File: src/source/seq_cfg.svh
`ifndef SEQ_CFG_SVH
`define SEQ_CFG_SVH

// Number of vector lanes
`define SEQ_NR_LANES 4

// Instruction IDs that can be in flight at once
`define SEQ_NR_VINSN 8

// Architectural vector register file
`define SEQ_NR_VREGS 32

// Register holding the mask operand
`define SEQ_VMASK_REG 0

// Width of the vector length field
`define SEQ_VL_W 10

// Instruction queue depth of each functional unit
`define SEQ_ALU_DEPTH   4
`define SEQ_MFPU_DEPTH  4
`define SEQ_LOAD_DEPTH  2
`define SEQ_STORE_DEPTH 2
`define SEQ_MASK_DEPTH  2

// Occupancy counter width, wide enough for the deepest queue
`define SEQ_CNT_W 3

`endif

File: src/source/seq_op_pkg.sv
`include "seq_cfg.svh"

package seq_op_pkg;

  // Register index and vector length
  typedef logic [4:0]           vreg_t;
  typedef logic [`SEQ_VL_W-1:0] vlen_t;

  // Supported vector operations
  typedef enum logic [2:0] {
    VADD,
    VSUB,
    VMSEQ,
    VMUL,
    VFADD,
    VLE,
    VSE
  } seq_op_e;

  // Functional units, the value is also the bit index in vfu_vec_t
  typedef enum logic [2:0] {
    VFU_ALU,
    VFU_MFPU,
    VFU_LOAD,
    VFU_STORE,
    VFU_MASK
  } vfu_e;

  localparam int unsigned NR_VFUS = 5;

  typedef logic [NR_VFUS-1:0] vfu_vec_t;

  // Decoded instruction coming from the dispatcher
  typedef struct packed {
    seq_op_e op;
    vreg_t   vs1;
    vreg_t   vs2;
    vreg_t   vd;
    logic    use_vs1;
    logic    use_vs2;
    logic    use_vd;
    logic    vm;      // 1 means unmasked
    vlen_t   vl;
  } seq_req_t;

  // Unit that executes the operation
  function automatic vfu_e op_vfu(seq_op_e op);
    case (op)
      VADD, VSUB, VMSEQ: op_vfu = VFU_ALU;
      VMUL, VFADD:       op_vfu = VFU_MFPU;
      VLE:               op_vfu = VFU_LOAD;
      VSE:               op_vfu = VFU_STORE;
      default:           op_vfu = VFU_ALU;
    endcase
  endfunction

  // Every unit whose queue the operation occupies
  function automatic vfu_vec_t op_targets(seq_op_e op, logic vm);
    op_targets = '0;
    op_targets[op_vfu(op)] = 1'b1;
    // Compares write a mask, masked ops read one
    if (op == VMSEQ || !vm) begin
      op_targets[VFU_MASK] = 1'b1;
    end
  endfunction

endpackage

File: src/source/seq_state_pkg.sv
`include "seq_cfg.svh"

package seq_state_pkg;

  localparam int unsigned NR_LANES = `SEQ_NR_LANES;
  localparam int unsigned NR_VINSN = `SEQ_NR_VINSN;

  // PEs are the lanes, then load, store and mask unit
  localparam int unsigned NR_PES   = NR_LANES + 3;
  localparam int unsigned PE_LOAD  = NR_LANES;
  localparam int unsigned PE_STORE = NR_LANES + 1;
  localparam int unsigned PE_MASK  = NR_LANES + 2;

  // Instruction ID and one-hot-per-ID vector
  typedef logic [$clog2(NR_VINSN)-1:0] vid_t;
  typedef logic [NR_VINSN-1:0]         vid_vec_t;

  // Request broadcast to the PEs
  typedef struct packed {
    vid_t                id;
    seq_op_pkg::seq_op_e op;
    seq_op_pkg::vfu_e    vfu;
    seq_op_pkg::vreg_t   vs1;
    seq_op_pkg::vreg_t   vs2;
    seq_op_pkg::vreg_t   vd;
    logic                use_vs1;
    logic                use_vs2;
    logic                use_vd;
    logic                vm;
    seq_op_pkg::vlen_t   vl;
    // IDs this instruction must wait on, per operand
    vid_vec_t            hazard_vs1;
    vid_vec_t            hazard_vs2;
    vid_vec_t            hazard_vm;
    vid_vec_t            hazard_vd;
  } pe_req_t;

  // Last reader or writer of a vector register
  typedef struct packed {
    vid_t vid;
    logic valid;
  } vreg_access_t;

endpackage

File: src/source/vector_sequencer.sv
`timescale 1ns/1ps

module vector_sequencer import seq_op_pkg::*; import seq_state_pkg::*; (
  input  logic                    clk_i,
  input  logic                    rst_ni,
  // Dispatcher
  input  seq_req_t                req_i,
  input  logic                    req_valid_i,
  output logic                    req_ready_o,
  // Processing elements
  input  logic [NR_PES-1:0]       pe_req_ready_i,
  input  vid_vec_t [NR_PES-1:0]   pe_done_i,
  input  logic                    alu_done_i,
  input  logic                    mfpu_done_i,
  output pe_req_t                 pe_req_o,
  output logic                    pe_req_valid_o,
  output vid_vec_t                pe_vinsn_running_o,
  // Operand requesters, row per ID
  output vid_vec_t [NR_VINSN-1:0] global_hazard_table_o,
  output logic                    idle_o
);

  vid_t                    next_id;
  logic                    id_full;
  vid_vec_t                running_next;
  vid_vec_t                hazard_vs1, hazard_vs2, hazard_vm, hazard_vd;
  vfu_e                    req_vfu;
  vfu_vec_t                targets, unit_ready, unit_done;
  logic [NR_PES-1:0]       issue_pes;
  logic                    lanes_ready, pe_stall, queue_ok, issue;
  vid_vec_t [NR_VINSN-1:0] hazard_table_d;

  ////////////////////////////////////////////////////////////////////////////
  // Issue decision
  ////////////////////////////////////////////////////////////////////////////

  assign req_vfu = op_vfu(req_i.op);
  assign targets = op_targets(req_i.op, req_i.vm);

  // Only the lanes gate the broadcast
  assign lanes_ready = &pe_req_ready_i[NR_LANES-1:0];
  assign pe_stall    = pe_req_valid_o & ~lanes_ready;

  // Every targeted unit needs a free queue slot
  assign queue_ok = &(unit_ready | ~targets);

  assign req_ready_o = ~pe_stall & ~id_full & queue_ok;
  assign issue       = req_valid_i & req_ready_o;

  // Arithmetic runs on all lanes, memory ops on their unit
  // mask unit joins whenever it holds a queue slot
  always_comb begin
    issue_pes = '0;
    case (req_vfu)
      VFU_LOAD:  issue_pes[PE_LOAD]  = 1'b1;
      VFU_STORE: issue_pes[PE_STORE] = 1'b1;
      default:   issue_pes[NR_LANES-1:0] = '1;
    endcase
    issue_pes[PE_MASK] = targets[VFU_MASK];
  end

  // Non-lane units release a slot on any of their done bits
  always_comb begin
    unit_done            = '0;
    unit_done[VFU_LOAD]  = |pe_done_i[PE_LOAD];
    unit_done[VFU_STORE] = |pe_done_i[PE_STORE];
    unit_done[VFU_MASK]  = |pe_done_i[PE_MASK];
  end

  vinsn_tracker i_tracker (
    .clk_i         (clk_i),
    .rst_ni        (rst_ni),
    .issue_i       (issue),
    .issue_id_i    (next_id),
    .issue_pes_i   (issue_pes),
    .pe_done_i     (pe_done_i),
    .next_id_o     (next_id),
    .id_full_o     (id_full),
    .running_o     (pe_vinsn_running_o),
    .running_next_o(running_next),
    .idle_o        (idle_o)
  );

  vreg_scoreboard i_scoreboard (
    .clk_i       (clk_i),
    .rst_ni      (rst_ni),
    .req_i       (req_i),
    .issue_i     (issue),
    .issue_id_i  (next_id),
    .running_i   (pe_vinsn_running_o),
    .hazard_vs1_o(hazard_vs1),
    .hazard_vs2_o(hazard_vs2),
    .hazard_vm_o (hazard_vm),
    .hazard_vd_o (hazard_vd)
  );

  vfu_queue_credits i_credits (
    .clk_i       (clk_i),
    .rst_ni      (rst_ni),
    .issue_i     (issue),
    .targets_i   (targets),
    .alu_done_i  (alu_done_i),
    .mfpu_done_i (mfpu_done_i),
    .unit_done_i (unit_done),
    .unit_ready_o(unit_ready)
  );

  ////////////////////////////////////////////////////////////////////////////
  // PE request register
  ////////////////////////////////////////////////////////////////////////////

  // Valid stays up while any lane is stalling
  always_ff @(posedge clk_i or negedge rst_ni) begin
    if (!rst_ni) begin
      pe_req_valid_o <= 1'b0;
    end else begin
      pe_req_valid_o <= issue | pe_stall;
    end
  end

  // Payload loads only on issue, so it holds through a stall
  always_ff @(posedge clk_i) begin
    if (issue) begin
      pe_req_o <= '{
        id:         next_id,
        op:         req_i.op,
        vfu:        req_vfu,
        vs1:        req_i.vs1,
        vs2:        req_i.vs2,
        vd:         req_i.vd,
        use_vs1:    req_i.use_vs1,
        use_vs2:    req_i.use_vs2,
        use_vd:     req_i.use_vd,
        vm:         req_i.vm,
        vl:         req_i.vl,
        hazard_vs1: hazard_vs1,
        hazard_vs2: hazard_vs2,
        hazard_vm:  hazard_vm,
        hazard_vd:  hazard_vd
      };
    end
  end

  ////////////////////////////////////////////////////////////////////////////
  // Global hazard table
  ////////////////////////////////////////////////////////////////////////////

  always_comb begin
    // Forget dependencies on IDs that finish
    for (int unsigned i = 0; i < NR_VINSN; i++) begin
      hazard_table_d[i] = global_hazard_table_o[i] & running_next;
    end
    // Row of the new ID
    if (issue) begin
      hazard_table_d[next_id] = (hazard_vs1 | hazard_vs2 | hazard_vm | hazard_vd) & running_next;
    end
  end

  always_ff @(posedge clk_i or negedge rst_ni) begin
    if (!rst_ni) begin
      global_hazard_table_o <= '0;
    end else begin
      global_hazard_table_o <= hazard_table_d;
    end
  end

endmodule

File: src/source/vfu_queue_credits.sv
`timescale 1ns/1ps

`include "seq_cfg.svh"

module vfu_queue_credits import seq_op_pkg::*; (
  input  logic     clk_i,
  input  logic     rst_ni,
  // Issue and the units it occupies
  input  logic     issue_i,
  input  vfu_vec_t targets_i,
  // Slot release pulses
  input  logic     alu_done_i,
  input  logic     mfpu_done_i,
  input  vfu_vec_t unit_done_i,
  // Unit has a free queue slot
  output vfu_vec_t unit_ready_o
);

  localparam int unsigned CNT_W = `SEQ_CNT_W;

  typedef logic [CNT_W-1:0] cnt_t;

  // Depth per unit, element index follows vfu_e
  localparam cnt_t [NR_VFUS-1:0] DEPTH = {
    cnt_t'(`SEQ_MASK_DEPTH),
    cnt_t'(`SEQ_STORE_DEPTH),
    cnt_t'(`SEQ_LOAD_DEPTH),
    cnt_t'(`SEQ_MFPU_DEPTH),
    cnt_t'(`SEQ_ALU_DEPTH)
  };

  cnt_t [NR_VFUS-1:0] cnt_q;
  vfu_vec_t           cnt_up, cnt_down;

  // ALU and MFPU report through their own pulses
  always_comb begin
    cnt_down           = unit_done_i;
    cnt_down[VFU_ALU]  = alu_done_i;
    cnt_down[VFU_MFPU] = mfpu_done_i;
  end

  assign cnt_up = {NR_VFUS{issue_i}} & targets_i;

  // Up on issue, down on release, hold when both
  always_ff @(posedge clk_i or negedge rst_ni) begin
    if (!rst_ni) begin
      cnt_q <= '0;
    end else begin
      for (int unsigned i = 0; i < NR_VFUS; i++) begin
        if (cnt_up[i] && !cnt_down[i]) begin
          cnt_q[i] <= cnt_q[i] + cnt_t'(1);
        end else if (cnt_down[i] && !cnt_up[i]) begin
          cnt_q[i] <= cnt_q[i] - cnt_t'(1);
        end
      end
    end
  end

  for (genvar i = 0; i < NR_VFUS; i++) begin : gen_unit
    assign unit_ready_o[i] = cnt_q[i] < DEPTH[i];

    // Issue is held back by the ready bit at the top level
    assert property (@(posedge clk_i) disable iff (!rst_ni) cnt_q[i] <= DEPTH[i])
      else $error("unit %0d queue count above depth", i);

    // A release needs an occupied slot
    assert property (@(posedge clk_i) disable iff (!rst_ni)
      cnt_down[i] && !cnt_up[i] |-> cnt_q[i] != '0)
      else $error("unit %0d queue count below zero", i);
  end

endmodule

File: src/source/vinsn_tracker.sv
`timescale 1ns/1ps

module vinsn_tracker import seq_state_pkg::*; (
  input  logic                  clk_i,
  input  logic                  rst_ni,
  // New instruction and the PEs it runs on
  input  logic                  issue_i,
  input  vid_t                  issue_id_i,
  input  logic [NR_PES-1:0]     issue_pes_i,
  // Completion pulses, one vector per PE
  input  vid_vec_t [NR_PES-1:0] pe_done_i,
  // Allocation and status
  output vid_t                  next_id_o,
  output logic                  id_full_o,
  output vid_vec_t              running_o,
  output vid_vec_t              running_next_o,
  output logic                  idle_o
);

  ////////////////////////////////////////////////////////////////////////////
  // Running matrix
  ////////////////////////////////////////////////////////////////////////////

  // Row per PE, bit per ID
  vid_vec_t [NR_PES-1:0] pe_running_d, pe_running_q;
  vid_vec_t              running_q;

  always_comb begin
    running_next_o = '0;
    for (int unsigned pe = 0; pe < NR_PES; pe++) begin
      // Done pulses retire the ID on that PE
      pe_running_d[pe] = pe_running_q[pe] & ~pe_done_i[pe];
      // Set the column of the new ID on every target PE
      if (issue_i && issue_pes_i[pe]) begin
        pe_running_d[pe][issue_id_i] = 1'b1;
      end
      // Running anywhere
      running_next_o |= pe_running_d[pe];
    end
  end

  always_ff @(posedge clk_i or negedge rst_ni) begin
    if (!rst_ni) begin
      pe_running_q <= '0;
      running_q    <= '0;
    end else begin
      pe_running_q <= pe_running_d;
      running_q    <= running_next_o;
    end
  end

  assign running_o = running_q;

  ////////////////////////////////////////////////////////////////////////////
  // Free ID search
  ////////////////////////////////////////////////////////////////////////////

  // Lowest clear bit wins, scan from the top so the last hit is the lowest
  always_comb begin
    next_id_o = '0;
    for (int i = NR_VINSN - 1; i >= 0; i--) begin
      if (!running_q[i]) begin
        next_id_o = vid_t'(i);
      end
    end
  end

  assign id_full_o = &running_q;
  assign idle_o    = ~|running_q;

  // Top level must gate issue with the full flag
  assert property (@(posedge clk_i) disable iff (!rst_ni) issue_i |-> !id_full_o)
    else $error("issue while every instruction ID is running");

endmodule

File: src/source/vreg_scoreboard.sv
`timescale 1ns/1ps

`include "seq_cfg.svh"

module vreg_scoreboard import seq_op_pkg::*; import seq_state_pkg::*; (
  input  logic     clk_i,
  input  logic     rst_ni,
  // Incoming instruction
  input  seq_req_t req_i,
  input  logic     issue_i,
  input  vid_t     issue_id_i,
  // IDs still executing
  input  vid_vec_t running_i,
  // Hazards of the incoming instruction
  output vid_vec_t hazard_vs1_o,
  output vid_vec_t hazard_vs2_o,
  output vid_vec_t hazard_vm_o,
  output vid_vec_t hazard_vd_o
);

  localparam vreg_t VMASK = vreg_t'(`SEQ_VMASK_REG);

  // Last reader and last writer of each register
  vreg_access_t [`SEQ_NR_VREGS-1:0] read_list_d, read_list_q;
  vreg_access_t [`SEQ_NR_VREGS-1:0] write_list_d, write_list_q;

  // Lists with finished instructions removed
  vreg_access_t [`SEQ_NR_VREGS-1:0] read_live, write_live;

  always_comb begin
    for (int unsigned v = 0; v < `SEQ_NR_VREGS; v++) begin
      read_live[v]        = read_list_q[v];
      read_live[v].valid  = read_list_q[v].valid & running_i[read_list_q[v].vid];
      write_live[v]       = write_list_q[v];
      write_live[v].valid = write_list_q[v].valid & running_i[write_list_q[v].vid];
    end
  end

  ////////////////////////////////////////////////////////////////////////////
  // Hazard detection
  ////////////////////////////////////////////////////////////////////////////

  always_comb begin
    hazard_vs1_o = '0;
    hazard_vs2_o = '0;
    hazard_vm_o  = '0;
    hazard_vd_o  = '0;

    // RAW on the sources
    if (req_i.use_vs1 && write_live[req_i.vs1].valid) begin
      hazard_vs1_o[write_live[req_i.vs1].vid] = 1'b1;
    end
    if (req_i.use_vs2 && write_live[req_i.vs2].valid) begin
      hazard_vs2_o[write_live[req_i.vs2].vid] = 1'b1;
    end
    // RAW on the mask register
    if (!req_i.vm && write_live[VMASK].valid) begin
      hazard_vm_o[write_live[VMASK].vid] = 1'b1;
    end

    // WAR, destination still being read
    // flagged on all operand ports so no reader gets overtaken
    if (req_i.use_vd && read_live[req_i.vd].valid) begin
      hazard_vs1_o[read_live[req_i.vd].vid] = 1'b1;
      hazard_vs2_o[read_live[req_i.vd].vid] = 1'b1;
      hazard_vm_o[read_live[req_i.vd].vid]  = 1'b1;
    end

    // WAW on the destination
    if (req_i.use_vd && write_live[req_i.vd].valid) begin
      hazard_vd_o[write_live[req_i.vd].vid] = 1'b1;
    end
  end

  ////////////////////////////////////////////////////////////////////////////
  // List update
  ////////////////////////////////////////////////////////////////////////////

  always_comb begin
    read_list_d  = read_live;
    write_list_d = write_live;
    if (issue_i) begin
      // New writer of vd
      if (req_i.use_vd) begin
        write_list_d[req_i.vd] = '{vid: issue_id_i, valid: 1'b1};
      end
      // New reader of its sources and of the mask
      if (req_i.use_vs1) begin
        read_list_d[req_i.vs1] = '{vid: issue_id_i, valid: 1'b1};
      end
      if (req_i.use_vs2) begin
        read_list_d[req_i.vs2] = '{vid: issue_id_i, valid: 1'b1};
      end
      if (!req_i.vm) begin
        read_list_d[VMASK] = '{vid: issue_id_i, valid: 1'b1};
      end
    end
  end

  always_ff @(posedge clk_i or negedge rst_ni) begin
    if (!rst_ni) begin
      read_list_q  <= '0;
      write_list_q <= '0;
    end else begin
      read_list_q  <= read_list_d;
      write_list_q <= write_list_d;
    end
  end

endmodule

File: config.mk
export PLATFORM = sky130hd
export DESIGN_NAME = vector_sequencer
export DESIGN_NICKNAME = d
export VERILOG_FILES = /design/src/source/seq_op_pkg.sv /design/src/source/seq_state_pkg.sv /design/src/source/vector_sequencer.sv /design/src/source/vfu_queue_credits.sv /design/src/source/vinsn_tracker.sv /design/src/source/vreg_scoreboard.sv
export VERILOG_INCLUDE_DIRS = /design/src /design/src/source
export SDC_FILE = /design/constraint.sdc
export NUM_CORES = 1
export LEC_CHECK = 0
export BUFFER_PORTS_ARGS = -buffer_cell sky130_fd_sc_hd__buf_2
export CAP_MARGIN = 20
export CORE_ASPECT_RATIO = 1.4
export CORE_MARGIN = 2
export CORE_UTILIZATION = 61
export CTS_BUF_LIST = sky130_fd_sc_hd__clkbuf_2
export DETAILED_ROUTE_END_ITERATION = 16
export PLACE_DENSITY_LB_ADDON = 0.08
export SLEW_MARGIN = 0
export SYNTH_ARGS = -nofsm -noshare
export SYNTH_HDL_FRONTEND = slang
export SYNTH_SLANG_ARGS = --single-unit
File: constraint.sdc
create_clock -name clk_i -period 8.65 [get_ports clk_i]
set_input_delay 1.73 -clock clk_i [delete_from_list [all_inputs] [get_ports clk_i]]
set_output_delay 1.73 -clock clk_i [all_outputs]
set_load 0.01 [all_outputs]
==> key figures <==
Critical path
  • R2r endpoint: global_hazard_table_o[44]$_DFF_PN0_
  • Flop-to-flop setup slack: approximately 3.6 ns
  • CP max stage delay: 0.90 ns
  • Slowest-stage cell, CP: dfrtp_2
  • Reg2Reg Depth: 11
  • CP Data Arrival Time: 3.78 ns
  • Reg2reg start: i_tracker.running_o[4]$_DFF_PN0_
  • Cells along the critical path: buf_4, nand2_2, o32ai_1, a2111oi_4, o21a_1, buf_2
  • Setup Crit Path Kind: flop to output pin
  • Endpoint class of the critical path: output pin
  • Required @ worst endpoint: a little under 7 ns
  • Worst setup SP type: flop
  • Peak fanout along the critical path: 41

Final layout
  • Register Area: around 0.012 mm²
  • Synthesis-to-layout area growth: 8.291%
  • Multi-input combinational cell area: about 0.015 mm²
  • Most common cell after layout, fill and taps aside: dfrtp_1
  • Final nets: between 2000 and 3000
  • Layout cells sized above 1: 0.3174
  • Most frequent cells in the layout: dfrtp_1, nand2_1, buf_2
  • Filler cells: around 3700

Global route
  • Met2 Usage GRT: 0.6560
  • Vias in the first global route: ~25000
  • Grt ovf: 0
  • Most used routing layer in global routing: met2
  • Total global-route track usage: 0.4198
  • Antenna violations before repair: 3
  • Largest net degree at the start of global routing: roughly 170
  • Global routing usage on met3: 0.1159
  • Global-route wire length before repair: 149.3 mm
  • Grt met1 use: 0.4997

Synthesis
  • Register area share after synthesis: 0.4265
  • Total number of yosys warnings: 0
  • Synthesized area: 0.02833 mm²
  • Dominant cell type by area after synthesis: dfrtp_1
  • Synth Area in Simple Gates: 0.1548
  • Ys async rst share: 0.8529
  • Post-Syn Nets: 2684
  • Adder-Cell Fraction of Synth Area: 0.005742
  • Largest family of logic cells by synthesized area: multiplexers
  • Post-synthesis mux area share: 0.2382
  • EDFF count, synth: a little under 70
  • Synthesized flop and latch total: around 470
  • Compound-Gate Fraction of Synth Area: 0.1201
  • Yosys top cell area share: 0.3534
  • Count of cell types in the netlist: 105
  • Most used DFF post-synth: dfrtp_1
  • Avg Cell Area, Syn: between 10 and 15 µm²
  • Mapped Cells: between 2000 and 3000
  • Synth Area in XOR/XNOR: 0.004947
  • Synth area leaders: dfrtp_1, mux4_2, mux2_2, edfxtp_1, mux2i_1

Route
  • Detailed-route vias per instance: slightly below 7
  • First-pass iteration count of the detailed router: 7
  • Drt wl/cell: 28.59 µm
  • DRT antenna net count: 0
  • # DRC: 0
  • Vias post-DR: 24200
  • Total wire length: ~100 mm
  • 1st-iter DRT viols: roughly 2400

Placement
  • Post-DP HPWL: ~67 mm
  • IO buf count: between 200 and 250
  • RD Place Congestion: 1.023

Clocking
  • PostCTS Resize Cnt: 0
  • Hold-fix buffers, CTS: 0
  • Post-CTS setup buffers: 0
  • Clk sink count: between 400 and 500
  • Worst-Skew Late Latency: roughly 1.2 ns
  • CTS max path bufs: 3
  • Clock Root Buffer: clkbuf_2
  • H-tree levels: 3
  • Worst-path clk slew: ~0.12 ns
  • CTS tree: built
  • Cts bufs inserted: 113

Die
  • Die W: about 190 µm
  • I/O Pins: approximately 250
  • # rows: slightly above 90
  • Die Span Y: roughly 260 µm
  • Initial core utilization: 0.6163
  • Die ar.: between 0.04 and 0.05 mm²
  • Core Region: 0.04596 mm²

Timing
  • Part of the cycle the worst path needs: 0.6373
  • Max Fclk: ~0.18 GHz
  • Layout Skew: around 0.11 ns
  • Sum Neg Setup Slack: 0 ns
  • Endpoints failing hold: 0
  • Max-slew violation count: 0
  • Measured slew at the worst slew-check pin: 1.254 ns
  • # setup viols final: 0
  • Slew headroom: 0.1612
  • WHS: approximately 0.47 ns
  • Final worst path period need: approximately 5.5 ns
  • Unrepaired setup endpoints after global routing: no

Power
  • Leak: around 0.013 µW
  • Cell Pwr Density: around 170 mW/mm²
  • Max VDD drop: 0.1856 mV

Worst hold path
  • Hold EP: i_credits.cnt_q[8]$_DFFE_PN0P_
  • Min-delay src: i_credits.cnt_q[8]$_DFFE_PN0P_
  • Type of the most critical hold path: flop to flop
  • Hold path cells: 1

Status
  • Status: completed

Run
  • Max-Cap Viols: 0
-- layout make-up --
cell class,instances,area share
flip-flops and latches,469,0.3942
inverters,75,0.009259
diodes,2,0.0001632
clock inverters,53,0.007628
clock buffers,161,0.02627
multi-input cells,1817,0.4849
repair buffers,289,0.05237
well taps,617,0.02517
-- metal layers --
layer | vias to the layer above | part of all wire
li1 | 10120 | -
met1 | 12110 | 0.35
met2 | 1563 | 0.47
met3 | 407 | 0.10
met4 | 2 | 0.080
met5 | - | 0.00011
-- synth_stat cells (all sizes together), types with 36 or more instances --
| master | n |
|---|---|
| buf | 104 |
| mux2i | 128 |
| o22ai | 67 |
| a31oi | 52 |
| mux4 | 133 |
| mux2 | 218 |
| dfrtp | 400 |
| o21ai | 123 |
| nand3 | 36 |
| clkbuf | 109 |
| nand2 | 268 |
| nor3 | 64 |
| inv | 74 |
| nor2 | 128 |
| nand2b | 80 |
| nor2b | 41 |
| edfxtp | 69 |
-- stage by stage --
step | instances | instance area (µm²) | utilization | worst slack, ns | total power (µW)
2_1_floorplan | 2574 | 28330 | - | 2.187 | 3235
3_3_place_gp | 3261 | 29570 | 0.6434 | 2.741 | 3589
3_5_place_dp | 3263 | 29590 | 0.6439 | 2.635 | 3625
4_1_cts | 3477 | 30630 | 0.6665 | 3.078 | 5087
5_1_grt | 3483 | 30670 | 0.6674 | 2.989 | 5315
6_report | 3483 | 30670 | 0.6674 | 3.137 | 5088
-- sequential cells by signal (all words and copies together) (netlist names) --
signal	cells
global_hazard_table_o	64
i_tracker.pe_running_q	56
pe_req_valid_o	1
pe_req_o	69
i_scoreboard.write_list_q	128
i_tracker.running_o	8
i_scoreboard.read_list_q	128
i_credits.cnt_q	15
-- cell families (layout without fill, tap and decap cells) --
kind of cell	Yosys count	count (layout)
mux	479	479
buf+inv	288	578
simple gates	829	829
xor+xnor	16	16
compound gates	482	482
fa+ha+maj	10	10
flops	469	469
other cells	1	3
-- power by group --
part	internal [µW]	switching, µW
clock	517	960
combinational	401	732
sequential	2370	111
total	3290	1800
-- critical path: cells and delay by family (launching register included) --
family	cells	cell delay (ns)
DFF	1	0.90
AOI/OAI and AO/OA	3	0.77
buffers and inverters	2	0.75
and+or+nand+nor	1	0.17
-- worst max path at each step --
| stage | start | to | slack (ns) | cells after the start |
|---|---|---|---|---|
| after global routing | i_tracker.running_o[2]$_DFF_PN0_ | req_ready_o | 2.99 | 6 |
| after global placement | req_i[19] | global_hazard_table_o[5]$_DFF_PN0_ | 2.74 | 11 |
| after detailed placement | req_i[19] | global_hazard_table_o[29]$_DFF_PN0_ | 2.64 | 11 |
| final | i_tracker.running_o[2]$_DFF_PN0_ | req_ready_o | 3.14 | 6 |
| after floorplan | req_i[30] | i_credits.cnt_q[5]$_DFFE_PN0P_ | 2.19 | 14 |
| after CTS | i_tracker.running_o[2]$_DFF_PN0_ | req_ready_o | 3.08 | 6 |
Power figures use the tool's default switching activity.
